--- config.mk ---
export PLATFORM = sky130hd
export DESIGN_NAME = fv_bank_cntl_flat
export DESIGN_NICKNAME = d
export VERILOG_FILES = /design/src/design/fv_pkg.sv /design/src/design/fv_ifs.sv /design/src/design/fv_bank_cntl.sv /design/src/flat_wrapper.sv
export SDC_FILE = /design/constraint.sdc
export NUM_CORES = 1
export LEC_CHECK = 0
export BUFFER_PORTS_ARGS = -buffer_cell sky130_fd_sc_hd__buf_2
export CAP_MARGIN = 10
export CORE_MARGIN = 10
export CORE_UTILIZATION = 41
export CTS_CLUSTER_DIAMETER = 40
export DETAILED_ROUTE_END_ITERATION = 6
export HOLD_SLACK_MARGIN = 0.02
export PLACE_DENSITY_LB_ADDON = 0.3
export SLEW_MARGIN = 20
export SYNTH_ARGS = -nofsm -noshare
export SYNTH_HDL_FRONTEND = slang
export SYNTH_SLANG_ARGS = --single-unit
--- constraint.sdc ---
create_clock -name clk -period 2.4 [get_ports clk]
set_input_delay 0.48 -clock clk [delete_from_list [all_inputs] [get_ports clk]]
set_output_delay 0.48 -clock clk [all_outputs]
set_load 0.01 [all_outputs]
--- src/design/fv_pkg.sv ---
// sizes, address types and bank FSM states shared by the feature-vector SRAM blocks
package fv_pkg;

    localparam int NUM_BANKS          = 4;
    localparam int NUM_EDGE_PE        = 4;
    localparam int FV_BANDWIDTH       = 16;
    localparam int FV_INFO_BANK_WIDTH = 10;
    localparam int SRAM_DEPTH         = 256;
    localparam int MAX_FV_NUM         = 8;
    localparam int FIFO_DEPTH         = 8;

    // derived widths
    localparam int BANK_SEL_WIDTH  = $clog2(NUM_BANKS);
    localparam int BANK_ADDR_WIDTH = $clog2(SRAM_DEPTH);
    localparam int PE_TAG_WIDTH    = $clog2(NUM_EDGE_PE);
    localparam int FV_NUM_WIDTH    = $clog2(MAX_FV_NUM) + 1;
    localparam int FIFO_PTR_WIDTH  = $clog2(FIFO_DEPTH);

    typedef logic [FV_BANDWIDTH-1:0]       fv_data_t;
    typedef logic [FV_INFO_BANK_WIDTH-1:0] fv_addr_t;
    typedef logic [BANK_ADDR_WIDTH-1:0]    bank_addr_t;
    typedef logic [BANK_SEL_WIDTH-1:0]     bank_sel_t;
    typedef logic [PE_TAG_WIDTH-1:0]       pe_tag_t;

    // burst length, 1 to MAX_FV_NUM
    typedef logic [FV_NUM_WIDTH-1:0] fv_num_t;

    typedef enum logic [1:0] {
        BANK_IDLE,
        BANK_READ,
        BANK_DRAIN
    } bank_state_t;

endpackage

--- src/design/fv_ifs.sv ---
// bank-to-SRAM port and bank-to-bus stream interfaces used inside the feature-vector subsystem
`timescale 1ns/1ps

// cen and wen active low
interface fv_sram_if;
    import fv_pkg::*;

    logic       cen;
    logic       wen;
    bank_addr_t a;
    fv_data_t   d;

    modport bank (output cen, output wen, output a, output d);
    modport sram (input cen, input wen, input a, input d);

endinterface

// framed burst toward one edge PE, selected by tag
interface fv_stream_if;
    import fv_pkg::*;

    logic     valid;
    logic     sos;
    logic     eos;
    pe_tag_t  tag;
    fv_data_t data;

    modport source (output valid, output sos, output eos, output tag, output data);
    modport sink (input valid, input sos, input eos, input tag, input data);

endinterface

--- src/design/fv_bank_cntl.sv ---
// one feature-vector bank: writes off-chip load frames and streams read bursts to an edge PE
`timescale 1ns/1ps

module fv_bank_cntl (
    input  logic                clk,
    input  logic                reset,
    input  fv_pkg::fv_num_t     num_fv,
    input  logic                start,
    input  fv_pkg::bank_addr_t  start_addr,
    input  fv_pkg::pe_tag_t     start_tag,
    input  logic                ld_sos,
    input  logic                ld_eos,
    input  fv_pkg::bank_addr_t  ld_a,
    input  fv_pkg::fv_data_t    ld_data,
    input  fv_pkg::fv_data_t    sram_q,
    fv_sram_if.bank             sram,
    fv_stream_if.source         pe,
    output logic                busy
);
    import fv_pkg::*;

    bank_state_t state;
    fv_num_t     remaining;
    bank_addr_t  rd_addr;
    pe_tag_t     burst_tag;
    logic        ld_active;
    logic        ld_we;
    logic        rd_en;
    logic        last_rd;

    assign busy    = (state != BANK_IDLE);
    assign rd_en   = (state == BANK_READ);
    assign last_rd = (remaining == fv_num_t'(1));
    assign ld_we   = (ld_sos || ld_active) && !busy;

    // inside a load frame, sos through eos
    always_ff @(posedge clk) begin
        if (reset)
            ld_active <= 1'b0;
        else if (ld_eos)
            ld_active <= 1'b0;
        else if (ld_sos)
            ld_active <= 1'b1;
    end

    assign sram.cen = !(ld_we || rd_en);
    assign sram.wen = !ld_we;
    assign sram.a   = rd_en ? rd_addr : ld_a;
    assign sram.d   = ld_data;

    always_ff @(posedge clk) begin
        if (reset) begin
            state     <= BANK_IDLE;
            remaining <= '0;
        end else begin
            case (state)
                BANK_IDLE: begin
                    if (start) begin
                        state     <= BANK_READ;
                        remaining <= num_fv;
                    end
                end
                BANK_READ: begin
                    remaining <= remaining - 1'b1;
                    if (last_rd)
                        state <= BANK_DRAIN;
                end
                // last word is on the stream now
                BANK_DRAIN: state <= BANK_IDLE;
                default:    state <= BANK_IDLE;
            endcase
        end
    end

    // address wraps mod 256 by width
    always_ff @(posedge clk) begin
        if (start && !busy) begin
            rd_addr   <= start_addr;
            burst_tag <= start_tag;
        end else if (rd_en) begin
            rd_addr <= rd_addr + 1'b1;
        end
    end

    // flags line up with sram_q, one cycle after the read
    always_ff @(posedge clk) begin
        if (reset) begin
            pe.valid <= 1'b0;
            pe.sos   <= 1'b0;
            pe.eos   <= 1'b0;
        end else begin
            pe.valid <= rd_en;
            // first read always follows an idle gap on the stream
            pe.sos   <= rd_en && !pe.valid;
            pe.eos   <= rd_en && last_rd;
        end
    end

    assign pe.tag  = burst_tag;
    assign pe.data = sram_q;

    a_no_start_busy: assert property (@(posedge clk) disable iff (reset) start |-> !busy);
    a_no_load_busy: assert property (@(posedge clk) disable iff (reset) ld_sos |-> !busy);

endmodule

--- src/flat_wrapper.sv ---
// flat-port wrapper written by rule: the top's interface ports become plain ports
module fv_bank_cntl_flat import fv_pkg::*;
  (clk, reset, num_fv, start, start_addr, start_tag, ld_sos, ld_eos, ld_a, ld_data, sram_q, busy, sram_cen, sram_wen, sram_a, sram_d, pe_valid, pe_sos, pe_eos, pe_tag, pe_data);
  fv_sram_if sram_i ();
  fv_stream_if pe_i ();
  input  logic clk;
  input  logic reset;
  input  fv_pkg::fv_num_t num_fv;
  input  logic start;
  input  fv_pkg::bank_addr_t start_addr;
  input  fv_pkg::pe_tag_t start_tag;
  input  logic ld_sos;
  input  logic ld_eos;
  input  fv_pkg::bank_addr_t ld_a;
  input  fv_pkg::fv_data_t ld_data;
  input  fv_pkg::fv_data_t sram_q;
  output logic busy;
  output wire logic [$bits(sram_i.cen)-1:0] sram_cen;
  output wire logic [$bits(sram_i.wen)-1:0] sram_wen;
  output wire logic [$bits(sram_i.a)-1:0] sram_a;
  output wire logic [$bits(sram_i.d)-1:0] sram_d;
  output wire logic [$bits(pe_i.valid)-1:0] pe_valid;
  output wire logic [$bits(pe_i.sos)-1:0] pe_sos;
  output wire logic [$bits(pe_i.eos)-1:0] pe_eos;
  output wire logic [$bits(pe_i.tag)-1:0] pe_tag;
  output wire logic [$bits(pe_i.data)-1:0] pe_data;
  assign sram_cen = sram_i.cen;
  assign sram_wen = sram_i.wen;
  assign sram_a = sram_i.a;
  assign sram_d = sram_i.d;
  assign pe_valid = pe_i.valid;
  assign pe_sos = pe_i.sos;
  assign pe_eos = pe_i.eos;
  assign pe_tag = pe_i.tag;
  assign pe_data = pe_i.data;
  fv_bank_cntl u_core (.clk(clk), .reset(reset), .num_fv(num_fv), .start(start), .start_addr(start_addr), .start_tag(start_tag), .ld_sos(ld_sos), .ld_eos(ld_eos), .ld_a(ld_a), .ld_data(ld_data), .sram_q(sram_q), .sram(sram_i), .pe(pe_i), .busy(busy));
endmodule
==> results.md, run 1 <==
- The total wire length after detailed routing is 3180 um.
- The clock tree root buffer cell is sky130_fd_sc_hd__clkbuf_4.
- Among all flip-flop cells after synthesis, the most frequent one is sky130_fd_sc_hd__edfxtp_1.
- Dividing the detail-routed wire length by the instance count gives 15.29 um.
- The initial utilization of the core area, before any placement, comes to 0.4273.
- The largest net degree at the start of global routing is 19.
- The signal on the critical path passes through or2b_1, nand2_1, nand2_1, buf_2.
- The sequential area share after synthesis is 0.3868.
- The largest fanout of any net on the critical path is 18.
- For the final database, setup skew stands at 7.241 ps.
- The clock transition at the register clock pins on the worst setup and hold paths after CTS is 120 ps.
- The chip width is 76.18 um.
- The initial antenna violation count is 0.
- The kind of end point of the critical path is an output port.
- The die covers 0.005803 mm^2.
- For the pin with the worst max-slew slack, the measured transition is 623.5 ps.
- After detailed routing, the number of remaining DRC violations is 0.
- The max-capacitance violation count is 0.
- In this run the cell area of the synthesized design comes to 0.001294 mm^2.
- TritonCTS created 3 clock buffers.
- The critical path start-end classification is reg2out.
- The fraction of synthesized cell area taken by the top area cell type is 0.2321.
- Measured against its own limit, the worst slew margin works out to 0.5843.
- The via count of the first global-routing pass came to 1077.
- The post-synthesis cell type with the largest combined area is sky130_fd_sc_hd__edfxtp_1.
- The net count after synthesis is 218.
- The congestion estimate from routability-driven global placement came to 0.7930.
- The number of buffers inserted by post-CTS setup repair is 0.
- The initial DRC count is 34.
- The number of H-tree levels is 1.
- Summed over all nets, the half-perimeter wirelength after detailed placement is 2509 um.
- The layout has 323 filler cells.
- The flow ran to the end, and the final reports show no timing, DRC or antenna violations.
- The fmax is 0.4778 GHz.
- The most common cell type on the critical path is sky130_fd_sc_hd__nand2_1.
- In the post-synthesis netlist, the biggest area contributors are sky130_fd_sc_hd__edfxtp_1 23%, sky130_fd_sc_hd__buf_4 19%, sky130_fd_sc_hd__dfxtp_1 15%, sky130_fd_sc_hd__nand2_1 10%, sky130_fd_sc_hd__nand3_1 3.5%.
- The startpoint of the worst hold path is ld_eos.
- In the routed layout, each cell is associated on average with a via count of 4.952.
- The number of buffers and inverters on the critical path is 1.
- On the critical path, the stage with the largest delay is an instance of sky130_fd_sc_hd__or2b_1.
- The post-cts hold buffer count is 0.
- The number of max-slew violations in the final report came to 0.
- In this run, post-CTS repair resized a total of 0 instances.
- For this design the ratio of total power to cell area is 723.1 mW/mm^2.
- The cell depth of the worst min-delay path is 2.
- Summed over all layers, the global routing overflow is 0.
- The worst hold path terminates at u_core.ld_active.
- The overall routing resource usage is 0.1064.
- Before antenna repair, the detailed router went through 4 iterations.
- The gate family responsible for the most delay along the worst path is simple AND/OR/NAND/NOR gates.
- The height of the die is 76.18 um.
- Of the available clock period, the critical path in the final layout requires 0.8721.
- The endpoint identified for the worst register-to-register timing path is u_core.rd_addr[6].
- The final hold violation count is 0.
- The clock reaches the later pin of the worst-skew pair after 300 ps.
- The synthesized netlist contains 32 unique library cells.
- The core region is 0.003028 mm^2.
- The worst setup path startpoint is u_core.state[1].
- The final layout net count is 227.
- Setup total negative slack on the finished layout was measured at 0 ps.
- The setup slack of the most critical reg-to-reg path is 610 ps.
- Of all flip-flops after synthesis, the portion carrying an async set or reset was 0.
- Yosys printed 0 warnings.
- Synthesis handed over a netlist of 156 instances.
- The final design utilization is 0.4421.
- The leakage power of the design is 0.6119 nW.
- Setup violations remaining at the end of the flow were counted as 0.
- The data required time at the worst endpoint is 1920 ps.
- On the worst path, the slowest cell contributes a delay of 530 ps.
- TritonCTS built the clock tree.
- The tightest min-delay check is of the in2reg type.
- STA classifies the critical path startpoint as a flop.
- The remaining number of nets flagged by the antenna check after routing is 0.
- The standard-cell row count is 20.
- The final critical path time including I/O delays and setup is 2093 ps.
- The worst endpoint data arrival time is 1610 ps.
- In this run, synthesis inferred 10 flip-flops with an integrated enable.
- Setup repair after global routing left no endpoint under its margin.
- Compared with the post-synthesis result, the final layout area differs by 3.481%.
- For this design the top-level I/O count stands at 107.
- The critical register-to-register path startpoint is u_core.state[1].
- The largest buffer count on any clock path is 2.
- The number of I/O port buffers is 42.
- The number of antenna diodes in the final layout is 0.
- Clock tree synthesis found a total of 20 sinks.
- The synthesized area per cell is 8.293 um^2.
- Across all layers, the routed design uses 1030 vias.
- Of the cells placed in the final design, the portion with a size suffix greater than 1 is 0.3171.
- The first global-routing pass estimated 5319 um of wire.
- In this run, synthesis produced a sequential element count of 20.
- The maximum vdd ir drop is 0.4312 mV.
- For the worst flop-to-flop path, the logic depth is 4.
layout make-up:
type | count | area [um^2] | area share
repair buffers | 43 | 217.7 | 0.1626
clock inverters | 1 | 30.03 | 0.02243
multi-input cells | 93 | 495.5 | 0.3701
flip-flops and latches | 20 | 500.5 | 0.3738
well taps | 44 | 55.05 | 0.04112
inverters | 4 | 17.52 | 0.01308
clock buffers | 3 | 22.52 | 0.01682
flip-flops by register name (all words and copies together) (netlist names):
name,count
u_core.state,2
u_core.pe.valid,1
u_core.pe.sos,1
u_core.ld_active,1
u_core.rd_addr,8
u_core.pe.tag,2
u_core.remaining,4
u_core.pe.eos,1
worst max-delay path by stage:
stage	end	slack, ps	cells after the start
2_1_floorplan	u_core.rd_addr[0]	740	4
3_3_place_gp	u_core.rd_addr[6]	510	5
3_5_place_dp	u_core.rd_addr[6]	450	5
4_1_cts	sram_a[3]	300	4
5_1_grt	sram_a[1]	190	4
6_report	sram_a[3]	310	4
synth_stat cells, types with 2 or more instances:
library cell	n
sky130_fd_sc_hd__a21oi_1	4
sky130_fd_sc_hd__edfxtp_1	10
sky130_fd_sc_hd__a2bb2oi_1	2
sky130_fd_sc_hd__inv_1	3
sky130_fd_sc_hd__nand3_1	9
sky130_fd_sc_hd__ha_1	3
sky130_fd_sc_hd__xor2_1	2
sky130_fd_sc_hd__dfxtp_1	10
sky130_fd_sc_hd__o21ai_0	5
sky130_fd_sc_hd__buf_2	2
sky130_fd_sc_hd__buf_4	33
sky130_fd_sc_hd__or2_2	3
sky130_fd_sc_hd__nor3_1	6
sky130_fd_sc_hd__clkbuf_1	2
sky130_fd_sc_hd__a31oi_1	4
sky130_fd_sc_hd__nand2_1	35
sky130_fd_sc_hd__or3_1	2
sky130_fd_sc_hd__nor2_1	6
sky130_fd_sc_hd__nand3b_1	2
metrics by stage:
| step | hold WS (ps) | cell area (um^2) | worst slack (ps) | cells | power [mW] |
|---|---|---|---|---|---|
| final | 321.3 | 1339 | 306.9 | 208 | 0.9681 |
| after global routing | 313.8 | 1339 | 192.7 | 208 | 1.031 |
| after CTS | 312.6 | 1339 | 298.8 | 208 | 0.9757 |
| after detailed placement | 406.1 | 1286 | 453.7 | 204 | 0.7014 |
| after global placement | 405.1 | 1286 | 506.9 | 204 | 0.6943 |
| after floorplan | 460.9 | 1294 | 744.2 | 156 | 0.6726 |
layer usage:
layer | GRT usage | vias up | wire length, um
li1 | - | 507 | -
met1 | 0.1224 | 455 | 1353
met2 | 0.1590 | 60 | 1400
met3 | 0.06014 | 8 | 391
met4 | 0.04275 | 0 | 34
met5 | 0 | - | 0
report_power, final:
| part | internal [mW] | switching (mW) |
|---|---|---|
| clock network | 0.169 | 0.107 |
| registers | 0.414 | 0.0449 |
| logic | 0.104 | 0.129 |
| total | 0.687 | 0.281 |
worst register-to-register path: stages (launching register included):
cell                      delay (ps)
sky130_fd_sc_hd__dfxtp_1         440
sky130_fd_sc_hd__or3b_1          470
sky130_fd_sc_hd__inv_4           170
sky130_fd_sc_hd__or4_1           490
sky130_fd_sc_hd__nand3_1          90
logic make-up after synthesis:
family	share of synthesized area
fa+ha+maj	0.02902
xor+xnor	0.02031
simple gates	0.2534
flops	0.3868
buf+inv	0.2302
compound gates	0.08027
layout by cell type, fill, tap and decap left out, types with 2 or more instances in the layout:
cell	instances
sky130_fd_sc_hd__inv_1	3
sky130_fd_sc_hd__or2_2	3
sky130_fd_sc_hd__nor2_1	6
sky130_fd_sc_hd__nand2_1	35
sky130_fd_sc_hd__dfxtp_1	10
sky130_fd_sc_hd__xor2_1	2
sky130_fd_sc_hd__o21ai_0	5
sky130_fd_sc_hd__buf_2	42
sky130_fd_sc_hd__a2bb2oi_1	2
sky130_fd_sc_hd__clkbuf_4	3
sky130_fd_sc_hd__nand3b_1	2
sky130_fd_sc_hd__a31oi_1	4
sky130_fd_sc_hd__nor3_1	6
sky130_fd_sc_hd__a21oi_1	4
sky130_fd_sc_hd__or3_1	2
sky130_fd_sc_hd__nand3_1	9
sky130_fd_sc_hd__ha_1	3
sky130_fd_sc_hd__edfxtp_1	10
No activity file was read; power rests on OpenSTA's default activity.
==> inputs of run 2 (changes only) <==
Settings changed: SETUP_SLACK_MARGIN from default to 0.15.
Clock period 2.4 ns to 2.7 ns, I/O delays scaled along.
==> run 2 against run 1 <==
  * Via count grew 0.58%
  * Power is 21% lower
  * Design area decreased by 2.0%
  * Largest power group unchanged
  * Count of clock-buffer cells in the layout is the same
  * Die area unchanged
  * Hold slack gained 63 ps
  * Sequential share of layout area rose by 0.75 points
  * Final cell count did not move
  * Highest routed layer unchanged
  * Largest cell class unchanged
==> results.md, run 2 (synthesis results as in run 1) <==
- The run finished with clean final reports.
- The fraction of power spent switching nets was 0.3236 (+0.03300).
- The number of buffers inserted by post-CTS setup repair is 0 (unchanged).
- The design internal power is 514.5 uW (-25%).
- Setup repair after global routing left no endpoint under its margin.
- The count of cells along the worst register-to-register path is 4 (unchanged).
- The average wire length per cell after detail routing is 15.04 um (-1.6%).
- The clock sink total is 20 (unchanged).
- The type of the most critical hold path is in2reg.
- The area added between synthesis and finish is 1.451%.
- The fmax is 0.4752 GHz.
- The most numerous cell type found on the critical path is sky130_fd_sc_hd__nand2_1.
- The worst setup path is launched from a flop.
- The switching power is 246.2 uW (-13%).
- The hold slack is 384.1 ps (+62.75 ps).
- The cell area after layout is 0.001313 mm^2 (-2.0%).
- The global-route wire length before repair was 5340 um (+0.39%).
- u_core.rd_addr holds more flip-flops than any other register.
- The largest stage delay on the critical path came to 520 ps (about the same).
- The worst path in the final design needs a cycle of 2105 ps, including I/O delays and setup.
- The least setup slack across all paths after layout came to 595.5 ps (+288.6 ps).
- Among all stages on the critical path, the largest delay is contributed by sky130_fd_sc_hd__or2b_1.
- The core footprint was 0.003028 mm^2 (unchanged).
- The placed standard-cell area is 0.001286 mm^2 (unchanged).
- The cell depth of the worst min-delay path came to 2 (unchanged).
- In the layout the commonest cells are 42 x sky130_fd_sc_hd__buf_2, 35 x sky130_fd_sc_hd__nand2_1, 10 x sky130_fd_sc_hd__dfxtp_1, 10 x sky130_fd_sc_hd__edfxtp_1, 9 x sky130_fd_sc_hd__nand3_1.
- The overall routing resource usage is 0.1068 (+0.0004320).
- The worst register-to-register path ends at u_core.rd_addr[6].
- The aggregate negative setup slack is 0 ps (unchanged).
- The data required time at the worst endpoint was 2160 ps (+240 ps).
- The largest fanout of any net on the critical path is 18 (unchanged).
- The final design utilization is 0.4335 (-0.008678).
- The setup slack of the most critical reg-to-reg path came to 920 ps (+310 ps).
- The cell area power density is 579.6 mW/mm^2 (-20%).
- The clock tree root buffer cell is sky130_fd_sc_hd__clkbuf_4.
- The height of the die is 76.18 um (unchanged).
- The final count of negative-setup-slack endpoints is 0 (unchanged).
- The sequential share of power is 0.536 (+0.062).
- The clock tree from TritonCTS is yes.
- The die outline area is 0.005803 mm^2 (unchanged).
- The number of iterations in the first detailed-routing pass is 4 (unchanged).
- The number of buffers and inverters on the critical path came to 1 (unchanged).
- The total I/O pin count is 107 (unchanged).
- The routed via count divided by cell count is 4.981 (+0.58%).
- The remaining number of nets flagged by the antenna check after routing is 0 (unchanged).
- By startpoint and endpoint, the worst setup path is classified as reg2out.
- The total wire length after detailed routing is 3129 um (-1.6%).
- The initial DRC count is 72 (+110%).
- The startpoint of the worst hold path is ld_eos.
- The detailed placement HPWL is 2476 um (-1.3%).
- The flip-flop count of the largest register, all copies and words added was 8 (unchanged).
- The total power of the final layout came to 760.7 uW (-21%).
- For hold timing, the worst endpoint is u_core.ld_active.
- The number of buffers created by CTS is 3 (unchanged).
- The number of I/O port buffers is 42 (unchanged).
- The number of placed instances with taps included is 204 (unchanged).
- In the final layout, the registers with the most flip-flops are u_core.rd_addr x8, u_core.remaining x4.
- The largest net degree at the start of global routing came to 19 (unchanged).
- The weighted congestion at the end of routability-driven global placement is 0.7839 (-1.1%).
- The post-cts hold buffer count is 0 (unchanged).
- The number of fill cells came to 317 (-1.9%).
- The worst endpoint data arrival time is 1560 ps (-50 ps).
- The ratio of cells with drive above 1 in the final layout is 0.3110 (-0.006098).
- The number of remaining DRC errors is 0 (unchanged).
- The total overflow reported by the global router is 0 (unchanged).
- The most critical setup path has its startpoint at u_core.state[1].
- The transition time of the tightest slew-check pin is 599.5 ps (-24.04 ps).
- The number of max-slew violations in the final report is 0 (unchanged).
- The max-slew headroom at the worst pin is 0.6004 (+0.01603).
- The critical register-to-register path startpoint is u_core.state[0].
- Dividing the final minimum period by the clock period gives 0.7795.
- The clock network power share is 0.192 (-0.093).
- The clock insertion delay at the later pin of the skew report is 300 ps (about the same).
- The max-capacitance violation count is 0 (unchanged).
- The clock transition at the register clock pins on the worst setup and hold paths after CTS is 120 ps (about the same).
- The final antenna diode count came to 0 (unchanged).
- The initial antenna violation count is 0 (unchanged).
- The kind of end point of the critical path is an output port.
- The largest buffer count on any clock path is 2 (unchanged).
- The maximum vdd ir drop is 0.2509 mV (-42%).
- The post-route clock skew was 6.108 ps (-1.133 ps).
- The total vias in the final route is 1036 (+0.58%).
- The via count of the first global-routing pass was 1093 (+1.5%).
- The minimum setup slack after placement is 698.0 ps (+244.4 ps).
- The number of H-tree levels is 1 (unchanged).
- The combinational cell fraction of total power is 0.273 (+0.032).
- The final hold violation count is 0 (unchanged).
- The most frequent standard cell in the layout excluding fill and tap cells is sky130_fd_sc_hd__buf_2.
- The effective utilization at floorplan is 0.4273 (unchanged).
- Walking the worst path, the cells encountered are or2b_1, nand2_1, nand2_1, buf_2.
- The leakage power of the design is 0.5993 nW (-2.1%).
- The final layout net count is 227 (unchanged).
- The standard-cell row count was 20 (unchanged).
- The chip width came to 76.18 um (unchanged).
- The post-route non-filler standard cell count was 208 (unchanged).
- The number of gates resized after CTS came to 0 (unchanged).
- On the critical path the largest part of the delay comes from simple AND/OR/NAND/NOR gates.
[run 2: changes by cell type in the layout (fill, tap and decap cells not counted), sizes merged]
cell / before / now
bufinv: 1 / 0
clkinv: 0 / 1
[run 2: layout make-up]
type | instances | area (um^2) | share of cell area
clock buffers | 3 | 22.52 | 0.01716
clock inverters | 1 | 3.754 | 0.002860
inverters | 4 | 17.52 | 0.01335
multi-input cells | 93 | 495.5 | 0.3775
flip-flops and latches | 20 | 500.5 | 0.3813
well taps | 44 | 55.05 | 0.04194
repair buffers | 43 | 217.7 | 0.1659
[run 2: layer usage]
| metal | wire, um | global-route usage |
|---|---|---|
| met5 | 0 | 0 |
| met4 | 24 | 0.04089 |
| met3 | 344 | 0.05189 |
| met2 | 1369 | 0.1616 |
| met1 | 1390 | 0.1270 |
[run 2: worst max-delay path by stage]
| stage | end | slack [ps] | depth (start not counted) |
|---|---|---|---|
| after floorplan | u_core.rd_addr[0] | 980 | 4 |
| after CTS | sram_a[5] | 570 | 4 |
| after detailed placement | u_core.rd_addr[6] | 700 | 5 |
| after global placement | u_core.rd_addr[6] | 750 | 5 |
| final | sram_a[5] | 600 | 4 |
| after global routing | sram_a[5] | 420 | 4 |
[run 2: power groups by stage]
stage                     clock network (mW)  registers, mW  logic [mW]
after detailed placement                   0          0.414       0.210
final                                  0.146          0.408       0.207
after global placement                     0          0.414       0.203
after global routing                   0.161          0.416       0.240
after floorplan                            0          0.406       0.192
after CTS                              0.150          0.408       0.211
